File: src/hdl/bgpu.svh
// Subtype sets shared by decode logic
// Include once near the top of a module that matches on them
`ifndef BGPU_SVH
`define BGPU_SVH

// LSU subtypes that carry store data in operand 0
`define INST_STORE {LSU_STORE}

`endif

File: src/hdl/bgpu_pkg.sv
// Shared sizes, instruction encoding and the dispatch record of the bgpu front end
// Modules pull these in with a wildcard import in their body
`default_nettype none

package bgpu_pkg;
    // Core sizes
    localparam int unsigned NumWarps        = 4;
    localparam int unsigned WidWidth        = NumWarps > 1 ? $clog2(NumWarps) : 1;
    localparam int unsigned PcWidth         = 8;
    localparam int unsigned MemDepth        = 2 ** PcWidth;
    localparam int unsigned RegIdxWidth     = 8;
    localparam int unsigned EncInstWidth    = 32;
    localparam int unsigned OperandsPerInst = 2;

    typedef logic [PcWidth-1:0]         pc_t;
    typedef logic [WidWidth-1:0]        wid_t;
    typedef logic [RegIdxWidth-1:0]     reg_idx_t;
    typedef logic [EncInstWidth-1:0]    enc_inst_t;
    typedef logic [OperandsPerInst-1:0] op_is_reg_t;
    typedef logic [4:0]                 subtype_t;

    // Execution unit in the top three bits of the operation byte
    typedef enum logic [2:0] {
        EU_IU  = 3'd0,
        EU_FPU = 3'd1,
        EU_LSU = 3'd2,
        EU_BRU = 3'd3
    } eu_e;

    typedef struct packed {
        eu_e      eu;
        subtype_t subtype;
    } inst_t;

    // Integer unit
    localparam subtype_t IU_ADD  = 5'd0;
    localparam subtype_t IU_SUB  = 5'd1;
    localparam subtype_t IU_MUL  = 5'd2;
    localparam subtype_t IU_ADDI = 5'd3;
    localparam subtype_t IU_SUBI = 5'd4;
    localparam subtype_t IU_MULI = 5'd5;

    // Floating point unit
    localparam subtype_t FPU_ADD  = 5'd0;
    localparam subtype_t FPU_EXP2 = 5'd1;

    // Load store unit
    localparam subtype_t LSU_LOAD  = 5'd0;
    localparam subtype_t LSU_STORE = 5'd1;

    // Branch unit
    localparam subtype_t BRU_JMP  = 5'd0;
    localparam subtype_t BRU_SYNC = 5'd1;
    localparam subtype_t BRU_BEQZ = 5'd2;

    // All-ones operation byte ends the warp
    localparam logic [7:0] StopOp = 8'hFF;

    typedef struct packed {
        pc_t        pc;
        wid_t       warp_id;
        inst_t      inst;
        reg_idx_t   dst;
        reg_idx_t   src1;
        reg_idx_t   src0;
        op_is_reg_t src_is_reg;
    } dispatch_t;
endpackage : bgpu_pkg

`default_nettype wire

File: src/hdl/decode_fb_if.sv
// Decode result returned from the decoder to the warp fetcher
// Fields other than decoded only count in a cycle where decoded is high
`default_nettype none

interface decode_fb_if;
    import bgpu_pkg::*;

    logic decoded;
    wid_t warp_id;
    pc_t  next_pc;
    logic stop;
    logic branch;
    logic sync;

    modport decoder (
        output decoded, warp_id, next_pc, stop, branch, sync
    );

    modport fetcher (
        input decoded, warp_id, next_pc, stop, branch, sync
    );
endinterface : decode_fb_if

`default_nettype wire

File: src/hdl/fetch_if.sv
// One fetched instruction from the warp fetcher to the decoder
// A transfer happens when valid and ready are both high, fields hold while stalled
`default_nettype none

interface fetch_if;
    import bgpu_pkg::*;

    logic      valid;
    logic      ready;
    pc_t       pc;
    wid_t      warp_id;
    enc_inst_t inst;

    modport fetcher (
        output valid, pc, warp_id, inst,
        input  ready
    );

    modport decoder (
        input  valid, pc, warp_id, inst,
        output ready
    );
endinterface : fetch_if

`default_nettype wire

File: src/hdl/decoder.sv
// Instruction decoder with a registered dispatch stage
// Feedback to the fetcher is combinational; ordinary instructions go to dispatch a cycle later
`default_nettype none

`include "bgpu.svh"

module decoder (
    input  logic                clk_i,
    input  logic                rst_n_i,
    fetch_if.decoder            fetch,
    decode_fb_if.decoder        fb,
    output logic                disp_valid_o,
    input  logic                disp_ready_i,
    output bgpu_pkg::dispatch_t disp_o
);
    import bgpu_pkg::*;

    inst_t       inst;
    reg_idx_t    dst;
    reg_idx_t    src0;
    reg_idx_t    src1;
    op_is_reg_t  src_is_reg;
    logic [15:0] jmp_offset;
    logic        is_jump;
    logic        transfer;
    logic        to_dispatch;
    logic        disp_valid_q;
    dispatch_t   disp_q;

    // Field split of the encoded word
    assign inst       = inst_t'(fetch.inst[31:24]);
    assign dst        = fetch.inst[23:16];
    assign src1       = fetch.inst[15:8];
    assign src0       = fetch.inst[7:0];
    assign jmp_offset = fetch.inst[15:0];

    assign fetch.ready = !disp_valid_q || disp_ready_i;
    assign transfer    = fetch.valid && fetch.ready;

    assign fb.decoded = transfer;
    assign fb.warp_id = fetch.warp_id;

    always_comb begin : decode_inst
        src_is_reg = '0;
        is_jump    = 1'b0;
        fb.stop    = 1'b0;
        fb.branch  = 1'b0;
        fb.sync    = 1'b0;
        fb.next_pc = fetch.pc + pc_t'(1);

        if (fetch.inst[31:24] == StopOp) begin
            fb.stop = 1'b1;
        end

        if (inst.eu == EU_IU) begin
            if (inst.subtype inside {IU_ADD, IU_SUB, IU_MUL}) begin
                src_is_reg = 2'b11;
            end
            // Immediate in operand 0
            if (inst.subtype inside {IU_ADDI, IU_SUBI, IU_MULI}) begin
                src_is_reg = 2'b10;
            end
        end else if (inst.eu == EU_FPU) begin
            src_is_reg = 2'b11;
            if (inst.subtype == FPU_EXP2) begin
                src_is_reg[0] = 1'b0;
            end
        end else if (inst.eu == EU_LSU) begin
            // Operand 1 is the address, operand 0 the store data
            src_is_reg[0] = inst.subtype inside `INST_STORE;
            src_is_reg[1] = 1'b1;
        end else if (inst.eu == EU_BRU) begin
            if (inst.subtype == BRU_JMP) begin
                is_jump = 1'b1;
                // Offset reduced modulo the PC width equals its sign extension
                fb.next_pc = fetch.pc + pc_t'(jmp_offset) + pc_t'(1);
            end else if (inst.subtype == BRU_SYNC) begin
                fb.sync = 1'b1;
            end else begin
                // Condition register in operand 1
                src_is_reg = 2'b10;
                fb.branch  = 1'b1;
            end
        end
    end : decode_inst

    // Control instructions end here
    assign to_dispatch = transfer && !(fb.stop || fb.sync || is_jump);

    always_ff @(posedge clk_i or negedge rst_n_i) begin : disp_valid_reg
        if (!rst_n_i) begin
            disp_valid_q <= 1'b0;
        end else if (to_dispatch) begin
            disp_valid_q <= 1'b1;
        end else if (disp_ready_i) begin
            disp_valid_q <= 1'b0;
        end
    end : disp_valid_reg

    always_ff @(posedge clk_i) begin : disp_payload_reg
        if (to_dispatch) begin
            disp_q.pc         <= fetch.pc;
            disp_q.warp_id    <= fetch.warp_id;
            disp_q.inst       <= inst;
            disp_q.dst        <= dst;
            disp_q.src1       <= src1;
            disp_q.src0       <= src0;
            disp_q.src_is_reg <= src_is_reg;
        end
    end : disp_payload_reg

    assign disp_valid_o = disp_valid_q;
    assign disp_o       = disp_q;
endmodule : decoder

`default_nettype wire

File: src/flat_wrapper.sv
// flat-port wrapper written by rule: the top's interface ports become plain ports
module decoder_flat import bgpu_pkg::*;
  (clk_i, rst_n_i, disp_valid_o, disp_ready_i, disp_o, fetch_valid, fetch_pc, fetch_warp_id, fetch_inst, fetch_ready, fb_decoded, fb_warp_id, fb_next_pc, fb_stop, fb_branch, fb_sync);
  fetch_if fetch_i ();
  decode_fb_if fb_i ();
  input  logic clk_i;
  input  logic rst_n_i;
  output logic disp_valid_o;
  input  logic disp_ready_i;
  output bgpu_pkg::dispatch_t disp_o;
  input wire logic [$bits(fetch_i.valid)-1:0] fetch_valid;
  input wire logic [$bits(fetch_i.pc)-1:0] fetch_pc;
  input wire logic [$bits(fetch_i.warp_id)-1:0] fetch_warp_id;
  input wire logic [$bits(fetch_i.inst)-1:0] fetch_inst;
  output wire logic [$bits(fetch_i.ready)-1:0] fetch_ready;
  output wire logic [$bits(fb_i.decoded)-1:0] fb_decoded;
  output wire logic [$bits(fb_i.warp_id)-1:0] fb_warp_id;
  output wire logic [$bits(fb_i.next_pc)-1:0] fb_next_pc;
  output wire logic [$bits(fb_i.stop)-1:0] fb_stop;
  output wire logic [$bits(fb_i.branch)-1:0] fb_branch;
  output wire logic [$bits(fb_i.sync)-1:0] fb_sync;
  assign fetch_i.valid = fetch_valid;
  assign fetch_i.pc = fetch_pc;
  assign fetch_i.warp_id = fetch_warp_id;
  assign fetch_i.inst = fetch_inst;
  assign fetch_ready = fetch_i.ready;
  assign fb_decoded = fb_i.decoded;
  assign fb_warp_id = fb_i.warp_id;
  assign fb_next_pc = fb_i.next_pc;
  assign fb_stop = fb_i.stop;
  assign fb_branch = fb_i.branch;
  assign fb_sync = fb_i.sync;
  decoder u_core (.clk_i(clk_i), .rst_n_i(rst_n_i), .fetch(fetch_i), .fb(fb_i), .disp_valid_o(disp_valid_o), .disp_ready_i(disp_ready_i), .disp_o(disp_o));
endmodule
File: config.mk
export PLATFORM = sky130hd
export DESIGN_NAME = decoder_flat
export DESIGN_NICKNAME = d
export VERILOG_FILES = /design/src/hdl/bgpu_pkg.sv /design/src/hdl/decode_fb_if.sv /design/src/hdl/fetch_if.sv /design/src/hdl/decoder.sv /design/src/flat_wrapper.sv
export VERILOG_INCLUDE_DIRS = /design/src /design/src/hdl
export SDC_FILE = /design/constraint.sdc
export NUM_CORES = 1
export LEC_CHECK = 0
export ABC_AREA = 1
export BUFFER_PORTS_ARGS = -buffer_cell sky130_fd_sc_hd__buf_2
export CORE_MARGIN = 10
export CORE_UTILIZATION = 41
export CTS_CLUSTER_DIAMETER = 60
export DETAILED_ROUTE_END_ITERATION = 10
export PLACE_DENSITY = 0.88
export SLEW_MARGIN = 20
export SYNTH_ARGS = -nofsm -noshare
export SYNTH_HDL_FRONTEND = slang
export SYNTH_SLANG_ARGS = --single-unit
File: constraint.sdc
create_clock -name clk_i -period 3.25 [get_ports clk_i]
set_clock_uncertainty 0.15 [all_clocks]
set_input_delay 0.325 -clock clk_i [delete_from_list [all_inputs] [get_ports clk_i]]
set_output_delay 0.325 -clock clk_i [all_outputs]
set_load 0.01 [all_outputs]
==> flow_metrics.env <==
export IMPL_first_global_vias=1764
export IMPL_synth_cells=195
export IMPL_cap_violations=0
export IMPL_multi_input_area_um2=628
export IMPL_syn2layout_area_growth_pct=33.5
export IMPL_cts_tree="done"
export IMPL_fillCellCount=454
export IMPL_grt_max_degree=23
export IMPL_status="finished clean"
export IMPL_dp_slack_ns=1.09
export IMPL_crit_fanout=4
export IMPL_io_buffers=105
export IMPL_die_area_um2=8480
export IMPL_cp_end_kind="output port"
export IMPL_maxSlewHeadroom_pct=64.3
export IMPL_vdd_ir_drop_worst_mv=0.169
export IMPL_layout_commonest_cell="buf_2"
export IMPL_cts_setup_buffers=0
export IMPL_fin_crit_ns=2.17
export IMPL_die_y_um=92.1
export IMPL_finalCritPeriodShare_pct=66.7
export IMPL_grt_overflow=0
export IMPL_cts_made_buffers=5
export IMPL_start_util_pct=42.0
export IMPL_rrSetupSlack_ns=1.68
export IMPL_drt_vias_per_instance=4.59
export IMPL_chipWidth_um=92.1
export IMPL_wire_per_inst_um=14.5
export IMPL_grt_pass1_wl_um=8480
export IMPL_num_antenna_cells=0
export IMPL_grtUsageTotal_pct=12.5
export IMPL_wirelength_um=5480
export IMPL_max_clock_path_buffers=2
export IMPL_syn_area_um2=2130
export IMPL_antenna_found_initial=0
export IMPL_ys_ff_latch=45
export IMPL_p_leak_nw=1.41
export IMPL_post_route_util_pct=56.1
export IMPL_syn_mean_instance_area_um2=10.9
export IMPL_drcViolationCount=0
export IMPL_drive_gt1_share_pct=41.6
export IMPL_crit_type="input port to output port"
export IMPL_fp_row_count=26
export IMPL_setup_violations=0
export IMPL_fmaxAchievable_mhz=461
export IMPL_ctsHtreeMaxLevel=2
export IMPL_ant_nets=0
export IMPL_nets=362
export IMPL_routabilityCongestion=0.884
export IMPL_powerDensity_nw_per_um2=445
export IMPL_yosysWarnings=0
export IMPL_fin_setup_tns_ns=0
export IMPL_rsz0062_at_grt="no"
export IMPL_root_buffer="clkbuf_8"
export IMPL_most_common_layout_cells="buf_2, nand2_1, edfxtp_1"
export IMPL_cts_clk_slew_worst_paths_ns=0.09
export IMPL_hold_path_class="input port to register"
export IMPL_drt_iter0_drc=52
export IMPL_synth_seq_area_share_pct=63.1
export IMPL_io_pins=106
export IMPL_slew_viol_final=0
export IMPL_cts_sinks=45
export IMPL_fin_cells=378
export IMPL_startpoint_type="input port"
export IMPL_hpwlAfterDp_um=4590
export IMPL_dp_cells=369
export IMPL_seq_area_um2=1350
export IMPL_synth_distinct_cells=23
export IMPL_hold_violations=0
export IMPL_synth_fp_nets=250
export IMPL_dr_pass1_iters=4
export IMPL_cp_required_ns=2.77
export IMPL_via_count=1734
export IMPL_worstPathArrival_ns=1.69
export IMPL_worstMarginPinSlew_ns=0.531
export IMPL_postLayoutSetupSlackWorst_ns=1.08
export IMPL_core_um2=5070
export IMPL_clock_latency_ns=0.29
-- registers in the layout (all words and copies together) (netlist names) --
register and count:
u_core.disp_o 44, u_core.disp_valid_o 1
-- worst paths after layout --
path | startpoint | to | depth (start not counted)
setup / recovery | fetch_pc[0] | fb_next_pc[6] | 12
hold / removal | fetch_inst[15] | u_core.disp_o[17] | 1
setup reg to reg | u_core.disp_valid_o | u_core.disp_o[12] | 6
hold reg to reg | u_core.disp_valid_o | u_core.disp_valid_o | 2
max in group asynchronous | rst_n_i | u_core.disp_valid_o | 2
min in group asynchronous | rst_n_i | u_core.disp_valid_o | 2
-- logic make-up (layout without fill, tap and decap cells) --
kind of cell	Yosys count	in the layout	synth area share [%]
AO/OA/AOI/OAI	13	13	3.05
AND/OR/NAND/NOR	79	79	16.7
flip-flops	45	45	63.1
adder cells (fa/ha/maj)	9	9	5.63
XOR/XNOR	9	9	3.70
buffers and inverters	40	153	7.75
-- cell usage after synthesis --
library cell  count  area share, %
a21oi_1           5            1.2
buf_4             2           0.70
buf_6             1           0.53
clkinv_1          1           0.18
dfrtp_1           1            1.2
edfxtp_1         44             62
fa_1              1           0.94
ha_1              8            4.7
inv_1            31            5.5
inv_2             5           0.88
nand2_1          46            8.1
nand2_2           1           0.29
nand3_1          13            3.1
nand3_2           2           0.94
nand4_1           4            1.2
nor2_1            6            1.1
nor2_2            3           0.88
nor2_4            1           0.53
nor3_1            3           0.70
o21ai_0           1           0.23
o21ai_1           7            1.6
xnor2_1           5            2.1
xor2_1            4            1.6
-- routing by layer --
layer | vias to the layer above | wire, um | GRT usage [%] | share of wire, %
met5 | - | 0 | 0 | 0
met4 | 0 | 75 | 4.37 | 1.4
met3 | 9 | 506 | 5.05 | 9.2
met2 | 79 | 2760 | 22.7 | 50
met1 | 782 | 2130 | 12.7 | 39
li1 | 864 | - | - | -
-- critical path, stage by stage --
cell and delay (ns):
buf_2 0.11, inv_1 0.06, ha_1 0.21, fa_1 0.41, clkinv_1 0.08, nand3_1 0.10
nand3_1 0.08, nand2_1 0.05, nand3_1 0.06, nand2_1 0.05, inv_1 0.04, buf_2 0.12
-- per-stage QoR --
step,total power [mW],area [um2],hold slack [ns]
final,1.27,2850,0.0499
after global routing,1.34,2850,0.0250
after CTS,1.28,2850,0.0387
after detailed placement,0.930,2740,-0.0485
after global placement,0.923,2740,-0.0494
after floorplan,0.825,2130,-0.121
-- where the power goes --
group,internal [mW],switching [mW],leakage (nW)
logic,0.0908,0.134,0.927
registers,0.682,0.00784,0.433
clock network,0.157,0.195,0.0452
total,0.929,0.337,1.41
-- timing repair --
| action | 4_1_cts | 5_1_grt |
|---|---|---|
| gates resized for setup | 0 | 0 |
| endpoints found under the hold margin | 1 | 0 |
| hold buffers | 1 | 0 |
-- area by class of cell --
cell class              count  share of cell area (%)
clock buffers               5                    2.42
clock inverters             3                   0.880
inverters                  37                    4.88
multi-input cells         110                    22.1
flip-flops and latches     45                    47.3
well taps                  70                    3.08
repair buffers            108                    19.3
No activity file was read; power rests on OpenSTA's default activity.
