## src/hdl/bgpu.svh

```systemverilog
// Subtype sets shared by decode logic
// Include once near the top of a module that matches on them
`ifndef BGPU_SVH
`define BGPU_SVH

// LSU subtypes that carry store data in operand 0
`define INST_STORE {LSU_STORE}

`endif

```

## src/hdl/bgpu_pkg.sv

```systemverilog
// Shared sizes, instruction encoding and the dispatch record of the bgpu front end
// Modules pull these in with a wildcard import in their body
`default_nettype none

package bgpu_pkg;
    // Core sizes
    localparam int unsigned NumWarps        = 4;
    localparam int unsigned WidWidth        = NumWarps > 1 ? $clog2(NumWarps) : 1;
    localparam int unsigned PcWidth         = 8;
    localparam int unsigned MemDepth        = 2 ** PcWidth;
    localparam int unsigned RegIdxWidth     = 8;
    localparam int unsigned EncInstWidth    = 32;
    localparam int unsigned OperandsPerInst = 2;

    typedef logic [PcWidth-1:0]         pc_t;
    typedef logic [WidWidth-1:0]        wid_t;
    typedef logic [RegIdxWidth-1:0]     reg_idx_t;
    typedef logic [EncInstWidth-1:0]    enc_inst_t;
    typedef logic [OperandsPerInst-1:0] op_is_reg_t;
    typedef logic [4:0]                 subtype_t;

    // Execution unit in the top three bits of the operation byte
    typedef enum logic [2:0] {
        EU_IU  = 3'd0,
        EU_FPU = 3'd1,
        EU_LSU = 3'd2,
        EU_BRU = 3'd3
    } eu_e;

    typedef struct packed {
        eu_e      eu;
        subtype_t subtype;
    } inst_t;

    // Integer unit
    localparam subtype_t IU_ADD  = 5'd0;
    localparam subtype_t IU_SUB  = 5'd1;
    localparam subtype_t IU_MUL  = 5'd2;
    localparam subtype_t IU_ADDI = 5'd3;
    localparam subtype_t IU_SUBI = 5'd4;
    localparam subtype_t IU_MULI = 5'd5;

    // Floating point unit
    localparam subtype_t FPU_ADD  = 5'd0;
    localparam subtype_t FPU_EXP2 = 5'd1;

    // Load store unit
    localparam subtype_t LSU_LOAD  = 5'd0;
    localparam subtype_t LSU_STORE = 5'd1;

    // Branch unit
    localparam subtype_t BRU_JMP  = 5'd0;
    localparam subtype_t BRU_SYNC = 5'd1;
    localparam subtype_t BRU_BEQZ = 5'd2;

    // All-ones operation byte ends the warp
    localparam logic [7:0] StopOp = 8'hFF;

    typedef struct packed {
        pc_t        pc;
        wid_t       warp_id;
        inst_t      inst;
        reg_idx_t   dst;
        reg_idx_t   src1;
        reg_idx_t   src0;
        op_is_reg_t src_is_reg;
    } dispatch_t;
endpackage : bgpu_pkg

`default_nettype wire

```

## src/hdl/decode_fb_if.sv

```systemverilog
// Decode result returned from the decoder to the warp fetcher
// Fields other than decoded only count in a cycle where decoded is high
`default_nettype none

interface decode_fb_if;
    import bgpu_pkg::*;

    logic decoded;
    wid_t warp_id;
    pc_t  next_pc;
    logic stop;
    logic branch;
    logic sync;

    modport decoder (
        output decoded, warp_id, next_pc, stop, branch, sync
    );

    modport fetcher (
        input decoded, warp_id, next_pc, stop, branch, sync
    );
endinterface : decode_fb_if

`default_nettype wire

```

## src/hdl/fetch_if.sv

```systemverilog
// One fetched instruction from the warp fetcher to the decoder
// A transfer happens when valid and ready are both high, fields hold while stalled
`default_nettype none

interface fetch_if;
    import bgpu_pkg::*;

    logic      valid;
    logic      ready;
    pc_t       pc;
    wid_t      warp_id;
    enc_inst_t inst;

    modport fetcher (
        output valid, pc, warp_id, inst,
        input  ready
    );

    modport decoder (
        input  valid, pc, warp_id, inst,
        output ready
    );
endinterface : fetch_if

`default_nettype wire

```

## src/hdl/warp_fetcher.sv

```systemverilog
// Per-warp PC table with round-robin fetch and barrier handling
// Issues one memory read per cycle and presents the word on the fetch interface
`default_nettype none

module warp_fetcher (
    input  logic                clk_i,
    input  logic                rst_n_i,
    input  logic                start_i,
    input  logic                br_valid_i,
    input  bgpu_pkg::wid_t      br_warp_i,
    input  bgpu_pkg::pc_t       br_target_i,
    output logic                mem_rd_en_o,
    output bgpu_pkg::pc_t       mem_rd_addr_o,
    input  bgpu_pkg::enc_inst_t mem_rd_data_i,
    fetch_if.fetcher            fetch,
    decode_fb_if.fetcher        fb,
    output logic                done_o
);
    import bgpu_pkg::*;

    logic [NumWarps-1:0] ready_q, ready_d;
    logic [NumWarps-1:0] inflight_q, inflight_d;
    logic [NumWarps-1:0] parked_q, parked_d;
    logic [NumWarps-1:0] barrier_q, barrier_d;
    logic [NumWarps-1:0] stopped_q, stopped_d;
    logic [NumWarps-1:0] eligible;
    pc_t                 pc_q [NumWarps];

    wid_t last_q;
    wid_t grant_wid;
    logic grant_valid;
    logic issue;
    logic barrier_release;
    logic stage_valid_q;
    pc_t  stage_pc_q;
    wid_t stage_wid_q;

    assign eligible = ready_q & ~inflight_q;

    // Round robin, starting after the last granted warp
    always_comb begin : rr_pick
        wid_t cand;
        grant_valid = 1'b0;
        grant_wid   = last_q;
        for (int i = 1; i <= NumWarps; i++) begin
            cand = last_q + wid_t'(i);
            if (!grant_valid && eligible[cand]) begin
                grant_valid = 1'b1;
                grant_wid   = cand;
            end
        end
    end : rr_pick

    // Only read when the fetch stage is free or draining this cycle
    assign issue         = grant_valid && (!stage_valid_q || fetch.ready);
    assign mem_rd_en_o   = issue;
    assign mem_rd_addr_o = pc_q[grant_wid];

    // Every live warp waits at the barrier
    assign barrier_release = (|barrier_q) && ((barrier_q | stopped_q) == '1);

    always_comb begin : table_next
        ready_d    = ready_q;
        inflight_d = inflight_q;
        parked_d   = parked_q;
        barrier_d  = barrier_q;
        stopped_d  = stopped_q;
        if (issue) begin
            inflight_d[grant_wid] = 1'b1;
        end
        if (fb.decoded) begin
            inflight_d[fb.warp_id] = 1'b0;
            if (fb.stop) begin
                ready_d[fb.warp_id]   = 1'b0;
                stopped_d[fb.warp_id] = 1'b1;
            end else if (fb.branch) begin
                ready_d[fb.warp_id]  = 1'b0;
                parked_d[fb.warp_id] = 1'b1;
            end else if (fb.sync) begin
                ready_d[fb.warp_id]   = 1'b0;
                barrier_d[fb.warp_id] = 1'b1;
            end
        end
        if (br_valid_i && parked_q[br_warp_i]) begin
            parked_d[br_warp_i] = 1'b0;
            ready_d[br_warp_i]  = 1'b1;
        end
        if (barrier_release) begin
            ready_d   = ready_d | barrier_q;
            barrier_d = '0;
        end
        // Launch all warps together
        if (start_i) begin
            ready_d    = '1;
            inflight_d = '0;
            parked_d   = '0;
            barrier_d  = '0;
            stopped_d  = '0;
        end
    end : table_next

    always_ff @(posedge clk_i or negedge rst_n_i) begin : ctrl_regs
        if (!rst_n_i) begin
            ready_q       <= '0;
            inflight_q    <= '0;
            parked_q      <= '0;
            barrier_q     <= '0;
            stopped_q     <= '0;
            last_q        <= '0;
            stage_valid_q <= 1'b0;
        end else begin
            ready_q    <= ready_d;
            inflight_q <= inflight_d;
            parked_q   <= parked_d;
            barrier_q  <= barrier_d;
            stopped_q  <= stopped_d;
            if (issue) begin
                last_q        <= grant_wid;
                stage_valid_q <= 1'b1;
            end else if (fetch.ready) begin
                stage_valid_q <= 1'b0;
            end
        end
    end : ctrl_regs

    always_ff @(posedge clk_i) begin : pc_regs
        for (int w = 0; w < NumWarps; w++) begin
            if (start_i) begin
                pc_q[w] <= '0;
            end else if (fb.decoded && fb.warp_id == wid_t'(w)) begin
                pc_q[w] <= fb.next_pc;
            end else if (br_valid_i && parked_q[w] && br_warp_i == wid_t'(w)) begin
                pc_q[w] <= br_target_i;
            end
        end
        if (issue) begin
            stage_pc_q  <= pc_q[grant_wid];
            stage_wid_q <= grant_wid;
        end
    end : pc_regs

    assign fetch.valid   = stage_valid_q;
    assign fetch.pc      = stage_pc_q;
    assign fetch.warp_id = stage_wid_q;
    assign fetch.inst    = mem_rd_data_i;

    assign done_o = &stopped_q;
endmodule : warp_fetcher

`default_nettype wire

```

## src/flat_wrapper.sv

```systemverilog
// flat-port wrapper written by rule: the top's interface ports become plain ports
module warp_fetcher_flat import bgpu_pkg::*;
  (clk_i, rst_n_i, start_i, br_valid_i, br_warp_i, br_target_i, mem_rd_en_o, mem_rd_addr_o, mem_rd_data_i, done_o, fetch_valid, fetch_pc, fetch_warp_id, fetch_inst, fetch_ready, fb_decoded, fb_warp_id, fb_next_pc, fb_stop, fb_branch, fb_sync);
  fetch_if fetch_i ();
  decode_fb_if fb_i ();
  input  logic clk_i;
  input  logic rst_n_i;
  input  logic start_i;
  input  logic br_valid_i;
  input  bgpu_pkg::wid_t br_warp_i;
  input  bgpu_pkg::pc_t br_target_i;
  output logic mem_rd_en_o;
  output bgpu_pkg::pc_t mem_rd_addr_o;
  input  bgpu_pkg::enc_inst_t mem_rd_data_i;
  output logic done_o;
  output wire logic [$bits(fetch_i.valid)-1:0] fetch_valid;
  output wire logic [$bits(fetch_i.pc)-1:0] fetch_pc;
  output wire logic [$bits(fetch_i.warp_id)-1:0] fetch_warp_id;
  output wire logic [$bits(fetch_i.inst)-1:0] fetch_inst;
  input wire logic [$bits(fetch_i.ready)-1:0] fetch_ready;
  input wire logic [$bits(fb_i.decoded)-1:0] fb_decoded;
  input wire logic [$bits(fb_i.warp_id)-1:0] fb_warp_id;
  input wire logic [$bits(fb_i.next_pc)-1:0] fb_next_pc;
  input wire logic [$bits(fb_i.stop)-1:0] fb_stop;
  input wire logic [$bits(fb_i.branch)-1:0] fb_branch;
  input wire logic [$bits(fb_i.sync)-1:0] fb_sync;
  assign fetch_valid = fetch_i.valid;
  assign fetch_pc = fetch_i.pc;
  assign fetch_warp_id = fetch_i.warp_id;
  assign fetch_inst = fetch_i.inst;
  assign fetch_i.ready = fetch_ready;
  assign fb_i.decoded = fb_decoded;
  assign fb_i.warp_id = fb_warp_id;
  assign fb_i.next_pc = fb_next_pc;
  assign fb_i.stop = fb_stop;
  assign fb_i.branch = fb_branch;
  assign fb_i.sync = fb_sync;
  warp_fetcher u_core (.clk_i(clk_i), .rst_n_i(rst_n_i), .start_i(start_i), .br_valid_i(br_valid_i), .br_warp_i(br_warp_i), .br_target_i(br_target_i), .mem_rd_en_o(mem_rd_en_o), .mem_rd_addr_o(mem_rd_addr_o), .mem_rd_data_i(mem_rd_data_i), .fetch(fetch_i), .fb(fb_i), .done_o(done_o));
endmodule
```

## config.mk

```make
export PLATFORM = sky130hd
export DESIGN_NAME = warp_fetcher_flat
export DESIGN_NICKNAME = d
export VERILOG_FILES = /design/src/hdl/bgpu.svh /design/src/hdl/bgpu_pkg.sv /design/src/hdl/decode_fb_if.sv /design/src/hdl/fetch_if.sv /design/src/hdl/warp_fetcher.sv /design/src/flat_wrapper.sv
export SDC_FILE = /design/constraint.sdc
export NUM_CORES = 1
export LEC_CHECK = 0
export ABC_AREA = 1
export BUFFER_PORTS_ARGS = -buffer_cell sky130_fd_sc_hd__buf_2
export CORE_MARGIN = 3
export CORE_UTILIZATION = 40
export DETAILED_ROUTE_END_ITERATION = 8
export PLACE_DENSITY = 0.69
export SYNTH_ARGS = -nofsm -noshare
export SYNTH_HDL_FRONTEND = slang
export SYNTH_SLANG_ARGS = --single-unit
```

## constraint.sdc

```tcl
create_clock -name clk_i -period 2.7 [get_ports clk_i]
set_clock_uncertainty 0.2 [all_clocks]
set_input_delay 0.81 -clock clk_i [delete_from_list [all_inputs] [get_ports clk_i]]
set_output_delay 0.81 -clock clk_i [all_outputs]
set_load 0.03 [all_outputs]
```

==> flow_metrics.env, run 1 <==
export IMPL_status="finished, violations left"
export IMPL_violations="setup timing"
export IMPL_cts_sinks=65
export IMPL_place_hpwl_microns=6350
export IMPL_period_needed_ns=3.257
export IMPL_final_setup_viol_count=9
export IMPL_synth_cells=418
export IMPL_grt_usage_pct=18.16
export IMPL_leakagePower_nw=2.163
export IMPL_p_per_area_nw_per_um2=1427
export IMPL_core_sq_um=8806
export IMPL_hp_class="in2async"
export IMPL_syn_num_nets=479
export IMPL_io_buffers=49
export IMPL_crit_cells=16
export IMPL_clock_latency_ns=0.34
export IMPL_r2r_slack_ns=0.42
export IMPL_rr_endpoint="u_core.fetch.pc[3]"
export IMPL_cts_root_buf="clkbuf_8"
export IMPL_slowest_stage="dfrtp_2"
export IMPL_grt_pass1_wl_microns=14480
export IMPL_cts_htree_levels=3
export IMPL_ys_flop_type="edfxtp_1"
export IMPL_ys_types=33
export IMPL_dp_cells=570
export IMPL_final_antenna_net_count=0
export IMPL_crit_top_cell="nand2_4"
export IMPL_start_util_pct=41.40
export IMPL_tightest_slew_ns=0.5388
export IMPL_antenna_found_initial=0
export IMPL_crit_buf_inv=4
export IMPL_grt_max_degree=24
export IMPL_peakVddDrop_mv=0.6735
export IMPL_critPathTopFamily="simple AND/OR/NAND/NOR gates"
export IMPL_viasPerCell=5.263
export IMPL_slew_violations=0
export IMPL_rr_startpoint="u_core.last_q[0]"
export IMPL_cp_max_fo=8
export IMPL_dr_total_vias=3142
export IMPL_fin_cells=597
export IMPL_wirelength_microns=9494
export IMPL_hold_buffers=0
export IMPL_netlist_area_sq_um=3646
export IMPL_path_clk_slew_ns=0.08
export IMPL_cp_required_ns=1.69
export IMPL_diodes=0
export IMPL_endpoint_kind="output port"
export IMPL_grt_setup_unrepaired="yes"
export IMPL_numCtsBuffers=9
export IMPL_dr_pass1_iters=5
export IMPL_async_flop_share_pct=35.38
export IMPL_cp_arrival_ns=2.25
export IMPL_grt_overflow=0
export IMPL_clock_path_buffers=2
export IMPL_synth_edf_count=42
export IMPL_ys_ff_latch=65
export IMPL_cp_slowest_stage_delay_ns=0.44
export IMPL_areaGrowthSynthToFinish_pct=29.41
export IMPL_final_layout_size_suffix_gt1_share_pct=40.29
export IMPL_crit_type="reg2out"
export IMPL_ys_warn_count=0
export IMPL_final_setup_worst_slack_ns=-0.5572
export IMPL_drtIter0Drc=175
export IMPL_ys_seq_area_share_pct=50.38
export IMPL_ios=114
export IMPL_max_freq_mhz=307.0
export IMPL_layout_commonest_cell="nand2_1"
export IMPL_worstSetupEndpoint="mem_rd_addr_o[0]"
export IMPL_fin_util_pct=53.58
export IMPL_avgSynthCellArea_sq_um=8.722
export IMPL_hold_viol=0
export IMPL_tns_ns=-4.646
export IMPL_grt_pass1_vias=3151
export IMPL_wl_per_cell_microns=15.90
export IMPL_nFillCells=774
export IMPL_finalWeightedCongestion=0.9223
export IMPL_slew_headroom_pct=63.98
export IMPL_die_height_microns=101.5
export IMPL_nets=545
export IMPL_cts_tree="yes"
export IMPL_max_cap_violations=0
export IMPL_design_die_area_sq_um=10300
export IMPL_row_count=34
export IMPL_path_cells="buf_12 -> clkinv_8 -> nand2_4 -> nand2_4 -> nand3_4 -> nand2_4 -> nand2_4 -> nor2_4 -> nand2_2 -> nand2_4 -> clkbuf_16 -> nand2_1 -> nand2_1 -> nand2_2 -> nand2_4 -> buf_6"
export IMPL_cp_start_kind="flop"
export IMPL_reg2reg_depth=16
export IMPL_die_x_microns=101.5
export IMPL_worstSetupStartpoint="u_core.last_q[0]"
export IMPL_final_cell_mix="83 x nand2_1, 45 x inv_1, 42 x edfxtp_1"
export IMPL_post_route_drc_count=0
export IMPL_period_share_pct=120.6
## registers in the layout, indices dropped and copies added, names as in the netlist, 2 cells and up
signal and cells:
u_core.ready_q 4, u_core.pc_q 32, u_core.parked_q 4, u_core.fetch.pc 8
u_core.stopped_q 4, u_core.barrier_q 4, u_core.fetch.warp_id 2, u_core.last_q 2
u_core.inflight_q 4
## cell usage after synthesis (3+ instances only)
cell / count / area share [%]
a21oi_1: 16 / 2.2
buf_4: 32 / 6.6
buf_6: 4 / 1.2
dfrtp_1: 23 / 16
edfxtp_1: 42 / 35
inv_1: 46 / 4.7
inv_2: 3 / 0.31
nand2_1: 125 / 13
nand2_2: 13 / 2.2
nand3_1: 25 / 3.4
nand3_2: 5 / 1.4
nor2_1: 12 / 1.2
nor3_1: 3 / 0.41
o211ai_1: 3 / 0.62
o21ai_0: 6 / 0.82
o22ai_1: 35 / 6.0
## worst reg2reg max path: cells and delay by family, from the launching register on
family	cells	cell delay [ns]
buffers and inverters	4	0.41
AND/OR/NAND/NOR	12	1.00
flip-flops	1	0.44
## cell families (layout without fill, tap and decap cells)
| group | Yosys count | in the layout | synth area share, % |
|---|---|---|---|
| compound gates | 71 | 71 | 12.08 |
| buf+inv | 91 | 162 | 14.21 |
| simple gates | 191 | 191 | 23.34 |
| flops | 65 | 65 | 50.38 |
## cell type report
cell class                      count  area [sq um]  share of cell area (%)
Inverter                           50         210.2                   4.455
Multi-Input combinational cell    262          1568                   33.23
Tap cell                          108         135.1                   2.864
Sequential cell                    65          1839                   38.98
Clock buffer                       10         127.6                   2.705
Clock inverter                      6         116.4                   2.466
Timing Repair Buffer               96         721.9                   15.30
## report_power, final
| group | switching, mW | internal (mW) | total [mW] |
|---|---|---|---|
| logic | 2.53 | 1.83 | 4.36 |
| clock network | 0.397 | 0.619 | 1.02 |
| registers | 0.0668 | 1.29 | 1.36 |
## stage by stage
step / worst slack, ns / power (mW) / hold WS [ns] / instance area, sq um
final: -0.5572 / 6.734 / 0.2348 / 4718
after global placement: -0.3019 / 4.512 / 0.2978 / 4056
after detailed placement: -0.3582 / 4.557 / 0.3017 / 4056
after CTS: -0.5196 / 6.320 / 0.2463 / 4557
after global routing: -0.6483 / 7.096 / 0.2579 / 4718
after floorplan: 0.0002180 / 3.740 / 0.2697 / 3729
## worst min path at each step
stage	to	slack [ns]	start	cells past startpoint
2_1_floorplan	u_core.parked_q[1]	0.27	u_core.parked_q[1]	2
3_3_place_gp	u_core.parked_q[3]	0.30	u_core.parked_q[3]	2
3_5_place_dp	u_core.parked_q[1]	0.30	u_core.parked_q[1]	2
4_1_cts	u_core.stopped_q[0]	0.25	rst_n_i	1
5_1_grt	u_core.stopped_q[0]	0.26	rst_n_i	1
6_report	u_core.barrier_q[1]	0.23	rst_n_i	1
## per-layer routing
| metal | up-vias | share of wire, % | track usage (%) |
|---|---|---|---|
| met5 | - | 0 | 0 |
| met4 | 0 | 3.1 | 8.691 |
| met3 | 43 | 6.8 | 4.063 |
| met1 | 1446 | 39 | 21.05 |
| li1 | 1510 | - | - |
| met2 | 143 | 51 | 31.69 |
## repair_timing
item | in CTS | in global routing
pin swaps | 7 | 19
endpoints found under the setup margin | 9 | 9
gates resized for setup | 59 | 28
cloned | 0 | 1
buffers inserted | 8 | 2
Power figures use the tool's default switching activity.
==> run 2: changes to the inputs <==
ABC_AREA = 0   (was 1)
PLACE_DENSITY = 0.72   (was 0.69)
clock period = 2.8 ns   (was 2.7 ns; I/O delays follow)
==> run 2 against run 1 <==
The flow still finishes with violations (setup timing). Flip-flop and latch count is the same. Worst setup slack gained 0.12 ns. Sequential share of layout area grew 4.4 points. Sequential power shrank 8%. Final cell count shrank 27%. Critical path depth shrank 7. Critical endpoint is now mem_rd_addr_o[7].
==> flow_metrics.env, run 2 <==
export IMPL_status="finished, violations left"
export IMPL_violations="setup timing"
export IMPL_final_setup_viol_count=8
export IMPL_cp_max_fo=6
export IMPL_max_freq_mhz=308.5
export IMPL_die_x_microns=97.92
export IMPL_peakVddDrop_mv=0.3516
export IMPL_reg2reg_depth=10
export IMPL_regArea_sq_um=1837
export IMPL_period_needed_ns=3.242
export IMPL_synthDominantCellAreaShare_pct=37.32
export IMPL_yosys_top_cells_count="42 x edfxtp_1, 33 x buf_4, 32 x a22o_1"
export IMPL_post_route_drc_count=0
export IMPL_row_count=32
export IMPL_ys_ff_latch=65
export IMPL_nFillCells=671
export IMPL_dr_total_vias=2396
export IMPL_nets=389
export IMPL_largest_register="u_core.pc_q"
export IMPL_yosysMostFrequentCell="edfxtp_1"
export IMPL_avgSynthCellArea_sq_um=12.16
export IMPL_cp_start_kind="flop"
export IMPL_clock_path_buffers=2
export IMPL_endpoint_kind="output port"
export IMPL_p_per_area_nw_per_um2=1056
export IMPL_cts_htree_levels=3
export IMPL_ys_seq_area_share_pct=54.35
export IMPL_crit_type="reg2out"
export IMPL_synth_largest_area_cell="edfxtp_1"
export IMPL_grt_overflow=0
export IMPL_viasPerCell=5.508
export IMPL_core_sq_um=7968
export IMPL_rr_endpoint="u_core.fetch.pc[5]"
export IMPL_finalWeightedCongestion=0.8690
export IMPL_grt_pass1_vias=2354
export IMPL_rr_startpoint="u_core.last_q[1]"
export IMPL_hold_viol=0
export IMPL_io_buffers=49
export IMPL_cts_sinks=65
export IMPL_place_ws_ns=-0.2494
export IMPL_fin_cells=435
export IMPL_ys_flop_type="edfxtp_1"
export IMPL_final_antenna_net_count=0
export IMPL_layout_commonest_cell="edfxtp_1"
export IMPL_leakagePower_nw=1.693
export IMPL_final_setup_worst_slack_ns=-0.4419
export IMPL_diodes=0
export IMPL_async_flop_share_pct=35.38
export IMPL_period_share_pct=115.8
export IMPL_place_hpwl_microns=5361
export IMPL_dp_cells=412
export IMPL_grt_pass1_wl_microns=12250
export IMPL_die_height_microns=97.92
export IMPL_hp_class="in2async"
export IMPL_design_die_area_sq_um=9587
export IMPL_grt_setup_unrepaired="yes"
export IMPL_slew_headroom_pct=16.60
export IMPL_clock_latency_ns=0.35
export IMPL_path_clk_slew_ns=0.08
export IMPL_synth_area_leaders="edfxtp_1 37%, dfrtp_1 17%, a22o_1 8.3%"
export IMPL_cp_required_ns=1.76
export IMPL_max_cap_violations=0
export IMPL_ys_warn_count=0
export IMPL_wl_per_cell_microns=18.35
export IMPL_synth_edf_count=42
export IMPL_ys_types=47
export IMPL_final_layout_size_suffix_gt1_share_pct=41.74
export IMPL_numCtsBuffers=9
export IMPL_final_cell_mix="42 x edfxtp_1, 41 x buf_2, 32 x a22o_1"
export IMPL_slew_violations=0
export IMPL_grt_max_degree=24
export IMPL_areaGrowthSynthToFinish_pct=25.18
export IMPL_r2r_slack_ns=0.46
export IMPL_wirelength_microns=7983
export IMPL_cp_arrival_ns=2.20
export IMPL_drtIter0Drc=153
export IMPL_tightest_slew_ns=1.241
export IMPL_cts_tree="yes"
export IMPL_netlist_area_sq_um=3379
export IMPL_largest_register_ffs=32
export IMPL_cts_root_buf="clkbuf_8"
export IMPL_ios=114
export IMPL_dr_pass1_iters=4
export IMPL_antenna_found_initial=0
export IMPL_synth_cells=278
export IMPL_hold_buffers=0
export IMPL_syn_num_nets=339
export IMPL_multiInputGateArea_sq_um=1460
export IMPL_start_util_pct=42.42
export IMPL_grt_usage_pct=16.30
==> run 2: worst max path at each step <==
stage	from	end	slack, ns	cells past startpoint
floorplan	u_core.last_q[1]	mem_rd_addr_o[0]	-0.11	5
global placement	u_core.inflight_q[2]	mem_rd_addr_o[7]	-0.21	7
detailed placement	u_core.inflight_q[2]	mem_rd_addr_o[3]	-0.25	7
CTS	u_core.last_q[1]	mem_rd_addr_o[7]	-0.45	9
global route	u_core.last_q[1]	mem_rd_addr_o[7]	-0.51	9
finish	u_core.last_q[1]	mem_rd_addr_o[7]	-0.44	9
==> run 2: report_power, final <==
group          internal [mW]  switching [mW]  leakage, nW
clock network          0.411           0.393        0.101
logic                   1.21            1.20        0.869
registers               1.20          0.0524        0.723
total                   2.82            1.65         1.69
==> run 2: routing by layer <==
layer | vias up | part of all wire (%) | track usage [%]
li1 | 1114 | - | -
met1 | 1154 | 43 | 21.24
met2 | 90 | 47 | 24.61
met3 | 38 | 6.7 | 4.643
met4 | 0 | 3.3 | 8.733
met5 | - | 0 | 0
==> run 2: worst max-delay path, cell delays in order (launching register included) <==
cell and delay [ns]:
dfrtp_1 0.38, or3b_4 0.42, a21oi_4 0.16, a211oi_4 0.06
buf_12 0.15, buf_6 0.11, mux2i_1 0.11, buf_4 0.14
mux2i_4 0.16, buf_6 0.16
==> run 2: what timing repair did <==
item | 4_1_cts | 5_1_grt
gates resized for setup | 27 | 19
cloned | 0 | 0
endpoints found under the setup margin | 8 | 8
pin swaps | 3 | 0
buffers inserted | 6 | 3
==> run 2: cells by family after synthesis <==
| logic type | synth area share, % |
|---|---|
| AOI/OAI and AO/OA | 15.96 |
| buffers and inverters | 9.922 |
| DFF | 54.35 |
| muxes | 7.108 |
| and+or+nand+nor | 12.66 |
==> run 2: area by class of cell <==
type	instances	area share (%)
clock buffers	9	2.928
multi-input cells	162	34.52
inverters	7	0.6803
flip-flops and latches	65	43.42
clock inverters	7	1.656
well taps	102	3.017
repair buffers	83	13.78
==> run 2: through the flow <==
| step | utilization [%] | area, sq um | total power, mW | TNS [ns] | hold slack, ns |
|---|---|---|---|---|---|
| finish | 53.09 | 4230 | 4.468 | -3.371 | 0.2521 |
| global placement | 47.30 | 3769 | 3.114 | -1.583 | 0.2679 |
| floorplan | - | 3480 | 2.681 | -0.8747 | 0.2556 |
| CTS | 51.40 | 4095 | 4.238 | -3.498 | 0.2737 |
| detailed placement | 47.30 | 3769 | 3.142 | -1.805 | 0.2718 |
| global route | 53.09 | 4230 | 4.653 | -3.891 | 0.2838 |
==> run 3: changes to the inputs <==
CORE_UTILIZATION = 46   (was 40)
PLACE_DENSITY = 0.81   (was 0.72)
==> run 3 against run 2 <==
The run still ends with setup timing left. Largest power group unchanged. Clock power increased by 17%. Count of clock-buffer cells in the layout unchanged. Fmax decreased by 0.91%. Sequential power about the same. Sequential share of layout area decreased by 1.5 points.
==> flow_metrics.env, run 3 (synthesized netlist as in run 2, its figures left out) <==
export IMPL_r2r_slack_ns=0.42
export IMPL_cp_required_ns=1.76
export IMPL_clock_path_buffers=2
export IMPL_crit_type="reg2out"
export IMPL_grt_pass1_wl_microns=13070
export IMPL_cts_sinks=65
export IMPL_worstSetupStartpoint="u_core.last_q[1]"
export IMPL_cp_arrival_ns=2.23
export IMPL_wl_per_cell_microns=18.75
export IMPL_final_setup_worst_slack_ns=-0.4719
export IMPL_hp_class="in2async"
export IMPL_largest_register="u_core.pc_q"
export IMPL_ios=114
export IMPL_post_route_drc_count=0
export IMPL_rr_startpoint="u_core.ready_q[3]"
export IMPL_reg2reg_depth=9
export IMPL_max_freq_mhz=305.6
export IMPL_dpl_cell_area_sq_um=3774
export IMPL_design_die_area_sq_um=8412
export IMPL_fin_area_sq_um=4380
export IMPL_dr_total_vias=2494
export IMPL_final_setup_viol_count=8
export IMPL_grt_overflow=0
export IMPL_grt_usage_pct=20.27
export IMPL_core_sq_um=6944
export IMPL_max_cap_violations=0
export IMPL_period_share_pct=116.9
export IMPL_whs_ns=0.2659
export IMPL_final_layout_size_suffix_gt1_share_pct=44.57
export IMPL_hold_viol=0
export IMPL_path_clk_slew_ns=0.07
export IMPL_grt_pass1_vias=2505
export IMPL_layout_commonest_cell="edfxtp_1"
export IMPL_slew_headroom_pct=30.77
export IMPL_antenna_found_initial=0
export IMPL_drtIter0Drc=188
export IMPL_p_per_area_nw_per_um2=1113
export IMPL_violations="setup timing"
export IMPL_grt_setup_unrepaired="yes"
export IMPL_row_count=30
export IMPL_peakVddDrop_mv=0.4034
export IMPL_largest_register_ffs=32
export IMPL_cp_max_fo=7
export IMPL_io_buffers=49
export IMPL_tightest_slew_ns=1.031
export IMPL_numCtsBuffers=9
export IMPL_period_needed_ns=3.272
export IMPL_power_total_mw=4.876
export IMPL_die_x_microns=91.72
export IMPL_die_height_microns=91.72
export IMPL_finalWeightedCongestion=0.8551
export IMPL_cts_root_buf="clkbuf_8"
export IMPL_cp_start_kind="flop"
export IMPL_final_cell_mix="42 x edfxtp_1, 41 x buf_2, 37 x buf_4"
export IMPL_start_util_pct=48.67
export IMPL_dr_pass1_iters=4
export IMPL_areaGrowthSynthToFinish_pct=29.62
export IMPL_leakagePower_nw=1.767
export IMPL_grt_max_degree=24
export IMPL_cts_tree="yes"
export IMPL_slew_violations=0
export IMPL_nets=397
export IMPL_wirelength_microns=8194
export IMPL_rr_endpoint="u_core.fetch.pc[2]"
export IMPL_endpoint_kind="output port"
export IMPL_diodes=0
export IMPL_cts_htree_levels=3
export IMPL_viasPerCell=5.707
export IMPL_status="finished, violations left"
export IMPL_place_hpwl_microns=5167
export IMPL_worstSetupEndpoint="mem_rd_addr_o[7]"
export IMPL_clock_latency_ns=0.35
export IMPL_final_antenna_net_count=0
## run 3: worst max-delay path, stage by stage (launching register included)
cell      delay [ns]
dfrtp_1         0.39
or3b_4          0.43
a21oi_4         0.16
a211oi_4        0.06
buf_4           0.16
buf_12          0.15
mux2i_4         0.20
mux2i_4         0.17
buf_6           0.16
## run 3: area by class of cell
type / count / area, sq um
Clock buffer: 9 / 123.9
Timing Repair Buffer: 91 / 676.9
Tap cell: 96 / 120.1
Multi-Input combinational cell: 162 / 1485
Inverter: 7 / 28.78
Clock inverter: 7 / 108.9
Fill cell: 499 / 2564
Sequential cell: 65 / 1837
## run 3: worst min-delay path by stage
stage | startpoint | cells past startpoint | end | slack (ns)
final | rst_n_i | 1 | u_core.barrier_q[0] | 0.27
after global routing | rst_n_i | 1 | u_core.stopped_q[3] | 0.29
after CTS | rst_n_i | 1 | u_core.last_q[1] | 0.27
after detailed placement | u_core.inflight_q[0] | 1 | u_core.inflight_q[0] | 0.27
after global placement | u_core.inflight_q[0] | 1 | u_core.inflight_q[0] | 0.27
after floorplan | u_core.inflight_q[0] | 1 | u_core.inflight_q[0] | 0.26
## run 3: what timing repair did
| action | CTS | global route |
|---|---|---|
| hold buffers | 0 | 0 |
| gates cloned | 1 | 1 |
| setup buffers | 9 | 5 |
| endpoints found under the setup margin | 8 | 9 |
| pin swaps | 3 | 3 |
| gates resized for setup | 49 | 4 |
## run 3: routing by layer
layer  up-vias  wire [microns]  global-route usage (%)
met5         -               0                       0
met1      1212            3144                   24.54
met4         0             257                   10.15
met3        33             622                   5.496
li1       1128               -                       -
met2       121            4168                   33.29
## run 3: metrics by stage
step,utilization (%),worst slack [ns],instances,setup TNS (ns)
finish,63.08,-0.4719,437,-3.517
detailed placement,54.34,-0.1989,406,-1.226
global placement,54.34,-0.09252,406,-0.7073
CTS,62.04,-0.4655,431,-3.535
global route,63.08,-0.5372,437,-4.023
floorplan,-,-0.1093,278,-0.8747
## run 3: power by group
| part | internal (mW) | total [mW] | switching, mW | leakage [nW] |
|---|---|---|---|---|
| combinational | 1.39 | 2.68 | 1.29 | 0.932 |
| clock | 0.582 | 0.938 | 0.356 | 0.112 |
| sequential | 1.20 | 1.26 | 0.0620 | 0.723 |
| total | 3.17 | 4.88 | 1.70 | 1.77 |
